[config.mk]
export PLATFORM = sky130hd
export DESIGN_NAME = cce_dir
export DESIGN_NICKNAME = d
export VERILOG_FILES = /design/src/common/cce_dir_pkg.sv /design/src/common/dir_seg_if.sv /design/src/dir_segment/dir_entry_store.sv /design/src/dir_segment/dir_segment.sv /design/src/rtl/cce_dir.sv
export VERILOG_INCLUDE_DIRS = /design/src /design/src/common
export SDC_FILE = /design/constraint.sdc
export NUM_CORES = 2
export LEC_CHECK = 0
export BUFFER_PORTS_ARGS = -buffer_cell sky130_fd_sc_hd__buf_2
export CAP_MARGIN = 20
export CORE_AREA = 5 5 295 268
export CTS_CLUSTER_SIZE = 25
export DETAILED_ROUTE_END_ITERATION = 10
export DIE_AREA = 0 0 300 273
export PLACE_DENSITY = 0.77
export SETUP_SLACK_MARGIN = 0.2
export SYNTH_ARGS = -nofsm -noshare
export SYNTH_HDL_FRONTEND = slang
export SYNTH_HIERARCHICAL = 1
export SYNTH_SLANG_ARGS = --single-unit
[constraint.sdc]
create_clock -name clk_i -period 6.9 [get_ports clk_i]
set_clock_uncertainty 0.1 [all_clocks]
set_input_delay 0.69 -clock clk_i [delete_from_list [all_inputs] [get_ports clk_i]]
set_output_delay 0.69 -clock clk_i [all_outputs]
set_load 0.1 [all_outputs]
[src/common/cce_dir_consts.svh]
`ifndef CCE_DIR_CONSTS_SVH
`define CCE_DIR_CONSTS_SVH

// Physical address split
`define CCE_PADDR_WIDTH 16
`define CCE_BLOCK_OFFSET 6
`define CCE_SET_WIDTH 3
`define CCE_TAG_WIDTH (`CCE_PADDR_WIDTH - `CCE_SET_WIDTH - `CCE_BLOCK_OFFSET)

// Geometry shared by every cache type
`define CCE_ASSOC 2
`define CCE_WAY_WIDTH 1

// LCE population
`define CCE_NUM_CORE 2
`define CCE_NUM_CACC 1
`define CCE_NUM_LCE ((2 * `CCE_NUM_CORE) + `CCE_NUM_CACC)
`define CCE_LCE_ID_WIDTH 3

// I$ and D$ ids come first, interleaved; A$ ids follow
`define CCE_ACC_LCE_BASE 4

`endif

[src/common/cce_dir_pkg.sv]
package cce_dir_pkg;

  // Coherence state of one cached block
  typedef enum logic [2:0] {
    e_COH_I = 3'd0,
    e_COH_S = 3'd1,
    e_COH_E = 3'd2,
    e_COH_M = 3'd3,
    e_COH_O = 3'd4,
    e_COH_F = 3'd5
  } coh_state_e;

  // Directory operations
  typedef enum logic [1:0] {
    e_rdw_op = 2'd0,   // read way-group of one set
    e_rde_op = 2'd1,   // read one entry
    e_wde_op = 2'd2,   // write tag and state
    e_wds_op = 2'd3    // write state only
  } dir_op_e;

  // Destination register that an rde answer is tagged with
  typedef enum logic [2:0] {
    e_opd_r0 = 3'd0,
    e_opd_r1 = 3'd1,
    e_opd_r2 = 3'd2,
    e_opd_r3 = 3'd3,
    e_opd_r4 = 3'd4,
    e_opd_r5 = 3'd5,
    e_opd_r6 = 3'd6,
    e_opd_r7 = 3'd7
  } opd_gpr_e;

endpackage

[src/common/dir_seg_if.sv]
`timescale 1ns/100ps
`include "cce_dir_consts.svh"

interface dir_seg_if #(
  parameter int seg_lce_p = 2
);
  localparam int lce_width_lp = (seg_lce_p > 1) ? $clog2(seg_lce_p) : 1;

  // Command
  logic [`CCE_PADDR_WIDTH-1:0]  addr;
  logic [lce_width_lp-1:0]      lce_local;
  logic [`CCE_WAY_WIDTH-1:0]    way;
  logic [`CCE_WAY_WIDTH-1:0]    lru_way;
  cce_dir_pkg::coh_state_e      coh_state;
  cce_dir_pkg::opd_gpr_e        addr_dst_gpr;
  cce_dir_pkg::dir_op_e         cmd;
  logic                         r_v;
  logic                         r_lru_v;
  logic                         w_v;

  // Response
  logic                                          busy;
  logic                                          sharers_v;
  logic [seg_lce_p-1:0]                          sharers_hits;
  logic [seg_lce_p-1:0][`CCE_WAY_WIDTH-1:0]      sharers_ways;
  cce_dir_pkg::coh_state_e [seg_lce_p-1:0]       sharers_states;
  logic                                          lru_v;
  cce_dir_pkg::coh_state_e                       lru_state;
  logic [`CCE_PADDR_WIDTH-1:0]                   lru_addr;
  logic                                          addr_v;
  logic [`CCE_PADDR_WIDTH-1:0]                   addr_out;
  cce_dir_pkg::opd_gpr_e                         addr_dst_gpr_out;

  modport ctrl (
    output addr, lce_local, way, lru_way, coh_state, addr_dst_gpr, cmd, r_v, r_lru_v, w_v,
    input  busy, sharers_v, sharers_hits, sharers_ways, sharers_states,
    input  lru_v, lru_state, lru_addr, addr_v, addr_out, addr_dst_gpr_out
  );

  modport seg (
    input  addr, lce_local, way, lru_way, coh_state, addr_dst_gpr, cmd, r_v, r_lru_v, w_v,
    output busy, sharers_v, sharers_hits, sharers_ways, sharers_states,
    output lru_v, lru_state, lru_addr, addr_v, addr_out, addr_dst_gpr_out
  );

endinterface

[src/dir_segment/dir_entry_store.sv]
`timescale 1ns/100ps
`include "cce_dir_consts.svh"

module dir_entry_store #(
  parameter int seg_lce_p = 2,
  parameter int sets_p    = 8,
  localparam int set_w_lp = (sets_p > 1) ? $clog2(sets_p) : 1,
  localparam int lce_w_lp = (seg_lce_p > 1) ? $clog2(seg_lce_p) : 1
) (
  input  logic                                        clk_i,
  input  logic                                        reset_i,

  // Row read of all ways of one LCE in one set
  input  logic                                        rd_v_i,
  input  logic [set_w_lp-1:0]                         rd_set_i,
  input  logic [lce_w_lp-1:0]                         rd_lce_i,
  output logic [`CCE_ASSOC-1:0][`CCE_TAG_WIDTH-1:0]   rd_tags_o,
  output cce_dir_pkg::coh_state_e [`CCE_ASSOC-1:0]    rd_states_o,

  // Single-way write
  input  logic                                        wr_v_i,
  input  logic [set_w_lp-1:0]                         wr_set_i,
  input  logic [lce_w_lp-1:0]                         wr_lce_i,
  input  logic [`CCE_WAY_WIDTH-1:0]                   wr_way_i,
  input  logic                                        wr_tag_v_i,
  input  logic [`CCE_TAG_WIDTH-1:0]                   wr_tag_i,
  input  cce_dir_pkg::coh_state_e                     wr_state_i
);

  // One row per set and local LCE with the ways side by side
  logic [`CCE_ASSOC-1:0][`CCE_TAG_WIDTH-1:0] tag_mem   [sets_p][seg_lce_p];
  cce_dir_pkg::coh_state_e [`CCE_ASSOC-1:0]  state_mem [sets_p][seg_lce_p];

  // Reset leaves every entry in state I with a zero tag
  always_ff @(posedge clk_i) begin
    if (!reset_i) begin
      for (int s = 0; s < sets_p; s++) begin
        for (int l = 0; l < seg_lce_p; l++) begin
          tag_mem[s][l] <= '0;
          for (int w = 0; w < `CCE_ASSOC; w++) begin
            state_mem[s][l][w] <= cce_dir_pkg::e_COH_I;
          end
        end
      end
    end else if (wr_v_i) begin
      state_mem[wr_set_i][wr_lce_i][wr_way_i] <= wr_state_i;
      // wds leaves the tag alone
      if (wr_tag_v_i) begin
        tag_mem[wr_set_i][wr_lce_i][wr_way_i] <= wr_tag_i;
      end
    end
  end

  // Row data arrives one cycle after the request
  always_ff @(posedge clk_i) begin
    if (rd_v_i) begin
      rd_tags_o   <= tag_mem[rd_set_i][rd_lce_i];
      rd_states_o <= state_mem[rd_set_i][rd_lce_i];
    end
  end

endmodule

[src/dir_segment/dir_segment.sv]
`timescale 1ns/100ps
`include "cce_dir_consts.svh"

module dir_segment #(
  parameter int seg_lce_p = 2,
  parameter int sets_p    = 8
) (
  input  logic    clk_i,
  input  logic    reset_i,
  dir_seg_if.seg  seg_io
);

  localparam int set_w_lp = (sets_p > 1) ? $clog2(sets_p) : 1;
  localparam int lce_w_lp = (seg_lce_p > 1) ? $clog2(seg_lce_p) : 1;

  typedef enum logic [1:0] {
    e_idle,
    e_read_group,
    e_read_entry,
    e_done_group
  } seg_state_e;

  seg_state_e                                 state_q;
  logic [lce_w_lp-1:0]                        cnt_q;
  logic                                       sharers_v_q;
  logic [seg_lce_p-1:0]                       hits_q;
  logic [seg_lce_p-1:0][`CCE_WAY_WIDTH-1:0]   ways_q;
  cce_dir_pkg::coh_state_e [seg_lce_p-1:0]    states_q;
  logic                                       lru_own_q;

  // Latched command operands
  logic [`CCE_TAG_WIDTH-1:0]  tag_q;
  logic [set_w_lp-1:0]        set_q;
  logic [lce_w_lp-1:0]        lce_q;
  logic [`CCE_WAY_WIDTH-1:0]  way_q;
  logic [`CCE_WAY_WIDTH-1:0]  lru_way_q;
  cce_dir_pkg::opd_gpr_e      gpr_q;
  logic [`CCE_TAG_WIDTH-1:0]  lru_tag_q;
  cce_dir_pkg::coh_state_e    lru_state_q;

  logic [`CCE_ASSOC-1:0][`CCE_TAG_WIDTH-1:0]  rd_tags;
  cce_dir_pkg::coh_state_e [`CCE_ASSOC-1:0]   rd_states;
  logic                                       row_hit;
  logic [`CCE_WAY_WIDTH-1:0]                  row_way;
  cce_dir_pkg::coh_state_e                    row_state;

  wire in_group   = (state_q == e_read_group);
  wire accept_rdw = seg_io.r_v && (seg_io.cmd == cce_dir_pkg::e_rdw_op);
  wire accept_rde = seg_io.r_v && (seg_io.cmd == cce_dir_pkg::e_rde_op);
  wire last_row   = (cnt_q == lce_w_lp'(seg_lce_p - 1));

  wire [`CCE_TAG_WIDTH-1:0] cmd_tag = seg_io.addr[`CCE_PADDR_WIDTH-1 -: `CCE_TAG_WIDTH];
  wire [set_w_lp-1:0]       cmd_set = seg_io.addr[`CCE_BLOCK_OFFSET +: set_w_lp];

  // rdw starts at row 0 on acceptance, then prefetches the next row each cycle
  dir_entry_store #(
    .seg_lce_p(seg_lce_p),
    .sets_p(sets_p)
  ) store_i (
    .clk_i(clk_i),
    .reset_i(reset_i),
    .rd_v_i(in_group ? !last_row : seg_io.r_v),
    .rd_set_i(in_group ? set_q : cmd_set),
    .rd_lce_i(in_group ? cnt_q + 1'b1 : (accept_rdw ? '0 : seg_io.lce_local)),
    .rd_tags_o(rd_tags),
    .rd_states_o(rd_states),
    .wr_v_i(seg_io.w_v),
    .wr_set_i(cmd_set),
    .wr_lce_i(seg_io.lce_local),
    .wr_way_i(seg_io.way),
    .wr_tag_v_i(seg_io.cmd == cce_dir_pkg::e_wde_op),
    .wr_tag_i(cmd_tag),
    .wr_state_i(seg_io.coh_state)
  );

  // Lowest valid way whose tag matches wins
  always_comb begin
    row_hit   = 1'b0;
    row_way   = '0;
    row_state = cce_dir_pkg::e_COH_I;
    for (int w = `CCE_ASSOC - 1; w >= 0; w--) begin
      if (rd_states[w] != cce_dir_pkg::e_COH_I && rd_tags[w] == tag_q) begin
        row_hit   = 1'b1;
        row_way   = `CCE_WAY_WIDTH'(w);
        row_state = rd_states[w];
      end
    end
  end

  always_ff @(posedge clk_i) begin
    if (!reset_i) begin
      state_q     <= e_idle;
      cnt_q       <= '0;
      sharers_v_q <= 1'b1;
      hits_q      <= '0;
      lru_own_q   <= 1'b0;
    end else if (in_group) begin
      hits_q[cnt_q] <= row_hit;
      cnt_q         <= cnt_q + 1'b1;
      if (last_row) begin
        state_q     <= e_done_group;
        sharers_v_q <= 1'b1;
      end
    end else if (accept_rdw) begin
      state_q     <= e_read_group;
      cnt_q       <= '0;
      sharers_v_q <= 1'b0;
      hits_q      <= '0;
      lru_own_q   <= seg_io.r_lru_v;
    end else if (accept_rde) begin
      state_q <= e_read_entry;
    end else begin
      state_q <= e_idle;
    end
  end

  always_ff @(posedge clk_i) begin
    if (!in_group && seg_io.r_v) begin
      tag_q     <= cmd_tag;
      set_q     <= cmd_set;
      lce_q     <= seg_io.lce_local;
      way_q     <= seg_io.way;
      lru_way_q <= seg_io.lru_way;
      gpr_q     <= seg_io.addr_dst_gpr;
    end
    if (in_group) begin
      ways_q[cnt_q]   <= row_way;
      states_q[cnt_q] <= row_state;
      // Victim entry of the requesting LCE
      if (cnt_q == lce_q) begin
        lru_tag_q   <= rd_tags[lru_way_q];
        lru_state_q <= rd_states[lru_way_q];
      end
    end
  end

  assign seg_io.busy             = in_group;
  assign seg_io.sharers_v        = sharers_v_q;
  assign seg_io.sharers_hits     = hits_q;
  assign seg_io.sharers_ways     = ways_q;
  assign seg_io.sharers_states   = states_q;
  assign seg_io.lru_v            = (state_q == e_done_group) && lru_own_q;
  assign seg_io.lru_state        = lru_state_q;
  assign seg_io.lru_addr         = {lru_tag_q, set_q, {`CCE_BLOCK_OFFSET{1'b0}}};
  assign seg_io.addr_v           = (state_q == e_read_entry);
  assign seg_io.addr_out         = {rd_tags[way_q], set_q, {`CCE_BLOCK_OFFSET{1'b0}}};
  assign seg_io.addr_dst_gpr_out = gpr_q;

  // Caller must hold off while a way-group read is in flight
  no_cmd_while_busy: assert property (@(posedge clk_i) disable iff (!reset_i)
    seg_io.busy |-> !(seg_io.r_v || seg_io.w_v))
    else $error("Directory command issued while segment busy");

  no_read_and_write: assert property (@(posedge clk_i) disable iff (!reset_i)
    !(seg_io.r_v && seg_io.w_v))
    else $error("Read and write strobes high in the same cycle");

endmodule

[src/rtl/cce_dir.sv]
`timescale 1ns/100ps
`include "cce_dir_consts.svh"

module cce_dir (
  input  logic                                           clk_i,
  input  logic                                           reset_i,

  input  logic [`CCE_PADDR_WIDTH-1:0]                    addr_i,
  input  logic [`CCE_LCE_ID_WIDTH-1:0]                   lce_i,
  input  logic [`CCE_WAY_WIDTH-1:0]                      way_i,
  input  logic [`CCE_WAY_WIDTH-1:0]                      lru_way_i,
  input  cce_dir_pkg::coh_state_e                        coh_state_i,
  input  cce_dir_pkg::opd_gpr_e                          addr_dst_gpr_i,
  input  cce_dir_pkg::dir_op_e                           cmd_i,
  input  logic                                           r_v_i,
  input  logic                                           w_v_i,

  output logic                                           busy_o,
  output logic                                           sharers_v_o,
  output logic [`CCE_NUM_LCE-1:0]                        sharers_hits_o,
  output logic [`CCE_NUM_LCE-1:0][`CCE_WAY_WIDTH-1:0]    sharers_ways_o,
  output cce_dir_pkg::coh_state_e [`CCE_NUM_LCE-1:0]     sharers_coh_states_o,

  output logic                                           lru_v_o,
  output cce_dir_pkg::coh_state_e                        lru_coh_state_o,
  output logic [`CCE_PADDR_WIDTH-1:0]                    lru_addr_o,

  output logic                                           addr_v_o,
  output logic [`CCE_PADDR_WIDTH-1:0]                    addr_o,
  output cce_dir_pkg::opd_gpr_e                          addr_dst_gpr_o
);

  localparam int sets_lp       = 1 << `CCE_SET_WIDTH;
  localparam int core_lce_w_lp = (`CCE_NUM_CORE > 1) ? $clog2(`CCE_NUM_CORE) : 1;
  localparam int acc_lce_w_lp  = (`CCE_NUM_CACC > 1) ? $clog2(`CCE_NUM_CACC) : 1;

  // LCE id classification
  wire lce_is_acache = (lce_i >= `CCE_LCE_ID_WIDTH'(`CCE_ACC_LCE_BASE));
  wire lce_is_icache = !lce_is_acache && !lce_i[0];
  wire lce_is_dcache = !lce_is_acache && lce_i[0];
  wire is_rdw        = (cmd_i == cce_dir_pkg::e_rdw_op);
  wire is_rde        = (cmd_i == cce_dir_pkg::e_rde_op);

  wire [core_lce_w_lp-1:0] core_lce = lce_i[1 +: core_lce_w_lp];
  wire [acc_lce_w_lp-1:0]  acc_lce  =
    acc_lce_w_lp'(lce_i - `CCE_LCE_ID_WIDTH'(`CCE_ACC_LCE_BASE));

  dir_seg_if #(.seg_lce_p(`CCE_NUM_CORE)) icache_if ();
  dir_seg_if #(.seg_lce_p(`CCE_NUM_CORE)) dcache_if ();
  dir_seg_if #(.seg_lce_p(`CCE_NUM_CACC)) acache_if ();

  // rdw goes to every segment, everything else only to the owner
  assign icache_if.lce_local = core_lce;
  assign icache_if.r_v       = r_v_i && (is_rdw || (is_rde && lce_is_icache));
  assign icache_if.r_lru_v   = lce_is_icache;
  assign icache_if.w_v       = w_v_i && lce_is_icache;

  assign dcache_if.lce_local = core_lce;
  assign dcache_if.r_v       = r_v_i && (is_rdw || (is_rde && lce_is_dcache));
  assign dcache_if.r_lru_v   = lce_is_dcache;
  assign dcache_if.w_v       = w_v_i && lce_is_dcache;

  assign acache_if.lce_local = acc_lce;
  assign acache_if.r_v       = r_v_i && (is_rdw || (is_rde && lce_is_acache));
  assign acache_if.r_lru_v   = lce_is_acache;
  assign acache_if.w_v       = w_v_i && lce_is_acache;

  assign {icache_if.addr, dcache_if.addr, acache_if.addr} = {3{addr_i}};
  assign {icache_if.way, dcache_if.way, acache_if.way} = {3{way_i}};
  assign {icache_if.lru_way, dcache_if.lru_way, acache_if.lru_way} = {3{lru_way_i}};
  assign icache_if.coh_state    = coh_state_i;
  assign dcache_if.coh_state    = coh_state_i;
  assign acache_if.coh_state    = coh_state_i;
  assign icache_if.addr_dst_gpr = addr_dst_gpr_i;
  assign dcache_if.addr_dst_gpr = addr_dst_gpr_i;
  assign acache_if.addr_dst_gpr = addr_dst_gpr_i;
  assign icache_if.cmd          = cmd_i;
  assign dcache_if.cmd          = cmd_i;
  assign acache_if.cmd          = cmd_i;

  dir_segment #(.seg_lce_p(`CCE_NUM_CORE), .sets_p(sets_lp)) icache_seg_i (
    .clk_i(clk_i), .reset_i(reset_i), .seg_io(icache_if.seg)
  );
  dir_segment #(.seg_lce_p(`CCE_NUM_CORE), .sets_p(sets_lp)) dcache_seg_i (
    .clk_i(clk_i), .reset_i(reset_i), .seg_io(dcache_if.seg)
  );
  dir_segment #(.seg_lce_p(`CCE_NUM_CACC), .sets_p(sets_lp)) acache_seg_i (
    .clk_i(clk_i), .reset_i(reset_i), .seg_io(acache_if.seg)
  );

  assign busy_o      = icache_if.busy | dcache_if.busy | acache_if.busy;
  assign sharers_v_o = icache_if.sharers_v & dcache_if.sharers_v & acache_if.sharers_v;

  // I$ to even ids, D$ to odd ids, A$ from the accelerator base up
  always_comb begin
    sharers_hits_o = '0;
    sharers_ways_o = '0;
    for (int i = 0; i < `CCE_NUM_LCE; i++) begin
      sharers_coh_states_o[i] = cce_dir_pkg::e_COH_I;
    end
    for (int i = 0; i < `CCE_NUM_CORE; i++) begin
      sharers_hits_o[2*i]         = icache_if.sharers_hits[i];
      sharers_ways_o[2*i]         = icache_if.sharers_ways[i];
      sharers_coh_states_o[2*i]   = icache_if.sharers_states[i];
      sharers_hits_o[2*i+1]       = dcache_if.sharers_hits[i];
      sharers_ways_o[2*i+1]       = dcache_if.sharers_ways[i];
      sharers_coh_states_o[2*i+1] = dcache_if.sharers_states[i];
    end
    for (int i = 0; i < `CCE_NUM_CACC; i++) begin
      sharers_hits_o[`CCE_ACC_LCE_BASE+i]       = acache_if.sharers_hits[i];
      sharers_ways_o[`CCE_ACC_LCE_BASE+i]       = acache_if.sharers_ways[i];
      sharers_coh_states_o[`CCE_ACC_LCE_BASE+i] = acache_if.sharers_states[i];
    end
  end

  assign lru_v_o = icache_if.lru_v | dcache_if.lru_v | acache_if.lru_v;
  assign lru_coh_state_o = icache_if.lru_v ? icache_if.lru_state
                         : dcache_if.lru_v ? dcache_if.lru_state
                         : acache_if.lru_v ? acache_if.lru_state
                         : cce_dir_pkg::e_COH_I;
  assign lru_addr_o = icache_if.lru_v ? icache_if.lru_addr
                    : dcache_if.lru_v ? dcache_if.lru_addr
                    : acache_if.lru_v ? acache_if.lru_addr
                    : '0;

  assign addr_v_o = icache_if.addr_v | dcache_if.addr_v | acache_if.addr_v;
  assign addr_o = icache_if.addr_v ? icache_if.addr_out
                : dcache_if.addr_v ? dcache_if.addr_out
                : acache_if.addr_v ? acache_if.addr_out
                : '0;
  assign addr_dst_gpr_o = icache_if.addr_v ? icache_if.addr_dst_gpr_out
                        : dcache_if.addr_v ? dcache_if.addr_dst_gpr_out
                        : acache_if.addr_v ? acache_if.addr_dst_gpr_out
                        : cce_dir_pkg::e_opd_r0;

  // Priority merge relies on a single answering segment
  seg_lru_onehot: assert property (@(posedge clk_i) disable iff (!reset_i)
    $onehot0({icache_if.lru_v, dcache_if.lru_v, acache_if.lru_v}))
    else $error("More than one segment drives LRU in the same cycle");

  seg_addr_onehot: assert property (@(posedge clk_i) disable iff (!reset_i)
    $onehot0({icache_if.addr_v, dcache_if.addr_v, acache_if.addr_v}))
    else $error("More than one segment drives an entry address in the same cycle");

endmodule

After elaboration in Yosys (flattened, before gate mapping)

Memory sizes are Yosys's and may differ from the RTL's. A register that Yosys moved wholly into a read port is not among the register bits.
Index checks and enable logic that the tools add are counted.

Add/sub/neg operators: 4
Magnitude comparators: 21
Equal/unequal tests: 23
Multiplexer cells: 163
Bitwise operators: 14
Reductions and logical operators: 70

Operators with widths:

| cell                                                        | number |
|---|---|
| 2-to-1 mux 28 bit                                           | 6 |
| 2-to-1 mux 14 bit                                           | 11 |
| 2-to-1 mux 16 bit                                           | 6 |
| 2-to-1 mux 3 bit                                            | 31 |
| 2-to-1 mux 7 bit                                            | 13 |
| 2-to-1 mux 12 bit                                           | 6 |
| 2-to-1 mux 6 bit                                            | 11 |
| OR reduction 28 bit                                         | 2 |
| 2-to-1 mux 1 bit                                            | 46 |
| == test 7 bit                                               | 6 |
| logical AND 1 bit                                           | 35 |
| 2-to-1 mux 2 bit                                            | 16 |
| OR reduction 12 bit                                         | 2 |
| less-than comparator 1 x 2 -> 1 bit (second input constant) | 9 |
| AND reduction 2 bit                                         | 9 |
| nonzero test 3 bit                                          | 6 |
| demux 14 bit (select 1 bit)                                 | 1 |
| == test 2 bit (second input constant)                       | 7 |
| OR reduction 14 bit                                         | 1 |
| bitwise mux 6 bit                                           | 2 |
| demux 3 bit (select 1 bit)                                  | 3 |
| bitwise mux 2 bit                                           | 4 |
| == test 2 x 1 -> 1 bit (second input constant)              | 4 |
| demux 7 bit (select 1 bit)                                  | 1 |
| 23 further kinds                                            | 57 |

Register bits: 158
Memory bits (writable): 800
Bits of input ports: 33
Memories: 6

Memory list:

| memory                         | words | bits a word | read ports | clocked after memory_dff | write ports | line                  | RTL |
|---|---|---|---|---|---|---|---|
| dcache_seg_i.store_i.tag_mem   | 8     | 28          | 1          | 0                        | 8           | dir_entry_store.sv:31 | `` logic [`CCE_ASSOC-1:0][`CCE_TAG_WIDTH-1:0] tag_mem [sets_p][seg_lce_p]; `` |
| icache_seg_i.store_i.tag_mem   | 8     | 28          | 1          | 0                        | 8           | dir_entry_store.sv:31 |  |
| acache_seg_i.store_i.tag_mem   | 8     | 14          | 1          | 1                        | 8           | dir_entry_store.sv:31 |  |
| dcache_seg_i.store_i.state_mem | 8     | 12          | 1          | 0                        | 8           | dir_entry_store.sv:32 | `` cce_dir_pkg::coh_state_e [`CCE_ASSOC-1:0] state_mem [sets_p][seg_lce_p]; `` |
| icache_seg_i.store_i.state_mem | 8     | 12          | 1          | 0                        | 8           | dir_entry_store.sv:32 |  |
| acache_seg_i.store_i.state_mem | 8     | 6           | 1          | 1                        | 8           | dir_entry_store.sv:32 |  |

Logic depth before layout (Yosys ltp)

Depth after elaboration: 13
Depth in mapped cells: 10
Mapped depth without buffers: 8

Hierarchy

The synthesis kept the hierarchy.

Modules (own cells, without submodules):

| module                                     | instances | cells each | area each (um^2) | sequential area each (um^2) |
|---|---|---|---|---|
| dir_entry_store (dcache_seg_i.store_i ...) | 2         | 1059       | 14960.6          | 10209.8 |
| dir_entry_store (acache_seg_i.store_i)     | 1         | 521        | 8112.8           | 5405.2 |
| dir_segment (dcache_seg_i ...)             | 2         | 142        | 1934.4           | 1161.1 |
| dir_segment (acache_seg_i)                 | 1         | 143        | 1788.0           | 1021.0 |
| cce_dir                                    | 1         | 191        | 1342.5           | 0.0 |

Worst setup path before layout

No wires, ideal clock.

Path kind: reg-to-output
From: register dcache_seg_i.way_q
To: output addr_o[12]
Arrival time: 2305 ps
Slack: 3805 ps
Stages on the path, launching flop included: 5
Path through: edfxtp_1 > clkbuf_1 > mux2_2 > a21oi_1 > a21oi_1

Word-level cells in the longest chain between the ends: 4

Ends and longest elaborated chain:

| item                                                | line               | RTL |
|---|---|---|
| start, declared                                     | dir_segment.sv:35  | `` logic [`CCE_WAY_WIDTH-1:0] way_q; `` |
| start signal, assigned                              | dir_segment.sv:122 | `way_q <= seg_io.way;` |
| 2-to-1 mux 7 bit (not written as such) (2 in a row) | dir_segment.sv:146 | `` assign seg_io.addr_out = {rd_tags[way_q], set_q, {`CCE_BLOCK_OFFSET{1'b0}}}; `` |
| named net dcache_if.addr_out[12]                    | dir_seg_if.sv:31   | `` logic [`CCE_PADDR_WIDTH-1:0] addr_out; `` |
| 2-to-1 mux 16 bit                                   | cce_dir.sv:128     | `: dcache_if.addr_v ? dcache_if.addr_out` |
| 2-to-1 mux 16 bit                                   | cce_dir.sv:127     | `assign addr_o = icache_if.addr_v ? icache_if.addr_out` |
| end, declared                                       | cce_dir.sv:29      | `` output logic [`CCE_PADDR_WIDTH-1:0] addr_o, `` |

The timed path passes the listed nets, and every way through them passes these cells. The select of a mux whose other input is x is not followed.

Worst setup path in the final report

From: register icache_seg_i.state_q[1]
To: register icache_seg_i/store_i/rd_tags_o[7] (netlist bit) (data pin)

Word-level cells in the longest chain between the ends: 6
Elaborated cells on any way between the ends: 8
Classes of those cells: eq/ne (1); mux (5); bitwise (1); memory (1)

Ends and longest elaborated chain:

| item                                                   | line                                 | RTL |
|---|---|---|
| start, declared                                        | dir_segment.sv:23                    | `seg_state_e state_q;` |
| start signal, assigned                                 | dir_segment.sv:92                    | `state_q <= e_idle;` |
| start signal, assigned                                 | dir_segment.sv:101                   | `state_q <= e_done_group;` |
| start signal, assigned                                 | dir_segment.sv:105                   | `state_q <= e_read_group;` |
| == test 2 x 1 -> 1 bit *                               | dir_segment.sv:47                    | `wire in_group = (state_q == e_read_group);` |
| named net icache_if.busy                               | dir_seg_if.sv:22                     | `logic busy;` |
| 2-to-1 mux 3 bit or 2-to-1 mux 1 bit (tied branches)   | dir_segment.sv:63, dir_segment.sv:64 |  |
| memory (8 x 28 bit) or NOT 1 -> 2 bit (tied branches)  | --                                   |  |
| 2-to-1 mux 14 bit (not written as such) * (3 in a row) | dir_entry_store.sv:57                | `rd_tags_o <= tag_mem[rd_set_i][rd_lce_i];` |
| end signal, assigned                                   | dir_entry_store.sv:57                |  |
| end, declared                                          | dir_entry_store.sv:17                | `` output logic [`CCE_ASSOC-1:0][`CCE_TAG_WIDTH-1:0] rd_tags_o, `` |

The timed path passes the listed nets; every way through them passes the cells marked *. The select of a mux whose other input is x is not followed.
A chain may end at the register's enable or synchronous reset.

==> flow_metrics.env <==
export IMPL_grt_max_degree=97
export IMPL_die_height_um=273
export IMPL_die_x_um=300
export IMPL_core_region_area_sq_mm=0.0757
export IMPL_drv_cap=0
export IMPL_syn2layout_area_growth_pct=9.76
export IMPL_cts_sinks=978
export IMPL_final_instance_count_excl_fill=4338
export IMPL_cts_buffers=97
export IMPL_path_clk_slew_ps=70
export IMPL_syn_avg_cell_area_sq_um=13.8
export IMPL_critPathCaptureType="flop"
export IMPL_drt_wl_total_um=118000
export IMPL_routedWlPerCell_um=27.3
export IMPL_multi_input_area_sq_mm=0.0143
export IMPL_synth_area_sq_mm=0.0450
export IMPL_drt_pass1_iterations=8
export IMPL_start_util_pct=59.5
export IMPL_via_per_inst=6.70
export IMPL_ir_worst_vdd_uv=184
export IMPL_die_area_sq_mm=0.0819
export IMPL_ctsHoldBuffers=0
export IMPL_period_share_pct=51.1
export IMPL_insertion_delay_ps=650
export IMPL_antenna_left=0
export IMPL_io_buffer_count=93
export IMPL_grt_pass1_wl_um=175000
export IMPL_required_ps=7180
export IMPL_clock_root_buffer="clkbuf_16"
export IMPL_final_area_sq_mm=0.0494
export IMPL_cp_start_kind="flop"
export IMPL_rows=96
export IMPL_placed_cell_area_sq_mm=0.0458
export IMPL_holdWs_ps=158
export IMPL_setup_tns_ps=0
export IMPL_drt_iter0_drc=4624
export IMPL_track_usage_pct=28.4
export IMPL_synthCells=3256
export IMPL_layout_min_cycle_time_ps=3520
export IMPL_cp_max_fo=35
export IMPL_rsz0062_at_grt="false"
export IMPL_p_leak_uw=0.0161
export IMPL_dp_hpwl_um=77700
export IMPL_drc=0
export IMPL_slew_headroom_pct=21.4
export IMPL_power_uw=13500
export IMPL_grt_pass1_vias=27800
export IMPL_vias=29100
export IMPL_seqCellArea_sq_mm=0.0292
export IMPL_gp_congestion=0.927
export IMPL_hold_viol=0
export IMPL_yosysWarnings=6
export IMPL_overflow=0
export IMPL_setup_viol=0
export IMPL_placed_cells=4116
export IMPL_timing_worst_setup_path_type="reg2reg"
export IMPL_hold_path_class="in2reg"
export IMPL_powerDensity_mw_per_mm2=274
export IMPL_arrival_ps=3800
export IMPL_cts_buffer_depth=3
export IMPL_worst_slew_pin_slew_ps=1180
export IMPL_io_pins=100
export IMPL_num_nets_final=3312
export IMPL_htree_levels=3
export IMPL_slew_viol_final=0
export IMPL_cts_tree="built"
export IMPL_nFillCells=5051
export IMPL_status="finished clean"
export IMPL_antenna_found_initial=3
export IMPL_post_cts_buffers=0
export IMPL_fmax_ghz=0.284
export IMPL_cts_resized=0
export IMPL_drive_gt1_share_pct=19.1
per-stage QoR:
stage / setup slack (ps) / utilization [%]
5_1_grt: 3190 / 65.3
6_report: 3380 / 65.3
4_1_cts: 3330 / 65.0
3_3_place_gp: 2820 / 60.4
2_1_floorplan: 3800 / -
3_5_place_dp: 2700 / 60.6
worst paths after layout:
path | endpoint | depth (start not counted) | slack (ps) | startpoint
worst min-delay path | dcache_seg_i/seg_io.addr_dst_gpr_out[0] | 1 | 160 | addr_dst_gpr_i[0]
worst min register to register | acache_seg_i/lru_own_q | 2 | 380 | acache_seg_i/lru_own_q
worst max register to register | icache_seg_i/store_i/rd_tags_o[7] | 8 | 3380 | icache_seg_i/state_q[1]
worst max-delay path | icache_seg_i/store_i/rd_tags_o[7] | 8 | 3380 | icache_seg_i/state_q[1]
cell usage in the layout, fill, tap and decap left out, types with 36 or more instances in the layout:
cell type	n
edfxtp_1	958
buf_4	72
nor2b_1	58
conb_1	36
nor3_1	166
mux4_2	128
buf_2	123
a21oi_2	44
and2_1	52
a22oi_1	80
mux4_1	72
nor2_1	609
o21ai_0	149
nand3b_1	49
a21oi_1	38
nand2_1	215
clkbuf_16	102
mux2_2	57
area by class of cell:
cell class | count | area share, %
Antenna cell | 2 | 0.0101
Clock buffer | 114 | 5.34
Clock inverter | 62 | 1.44
Inverter | 14 | 0.106
Multi-Input combinational cell | 1972 | 29.0
Sequential cell | 978 | 59.0
Tap cell | 980 | 2.48
Timing Repair Buffer | 216 | 2.66
metal layers:
layer | up-vias | track usage [%] | routed length [um]
met3 | 310 | 7.95 | 17600
met2 | 2310 | 43.5 | 53500
met5 | - | 0 | 31
li1 | 12100 | - | -
met1 | 14300 | 40.1 | 42900
met4 | 4 | 9.29 | 4240
state kept, by name (all words and copies together), names as in the netlist, 7 cells and up:
register,cells
dcache_seg_i/store_i/tag_mem,224
dcache_seg_i/lru_tag_q,7
acache_seg_i/store_i/state_mem,48
icache_seg_i/store_i/tag_mem,224
icache_seg_i/tag_q,7
icache_seg_i/store_i/state_mem,96
dcache_seg_i/store_i/rd_tags_o,14
icache_seg_i/store_i/rd_tags_o,14
dcache_seg_i/tag_q,7
acache_seg_i/store_i/tag_mem,112
dcache_seg_i/store_i/state_mem,96
acache_seg_i/store_i/rd_tags_o,14
icache_seg_i/lru_tag_q,7
acache_seg_i/lru_tag_q,7
acache_seg_i/tag_q,7
where the power goes:
group          switching (uW)  internal (uW)
registers                 127           6820
clock network            2230           3280
logic                     698            380
critical path, cell delays in order, from the launching register on:
cell      delay (ps)
dfxtp_1          310
nand2b_1         270
inv_2            200
nand2_1          120
nand2_4          540
buf_4            630
mux4_2           640
a22oi_1          260
nand2_1          130
No activity file was read; power rests on OpenSTA's default activity.
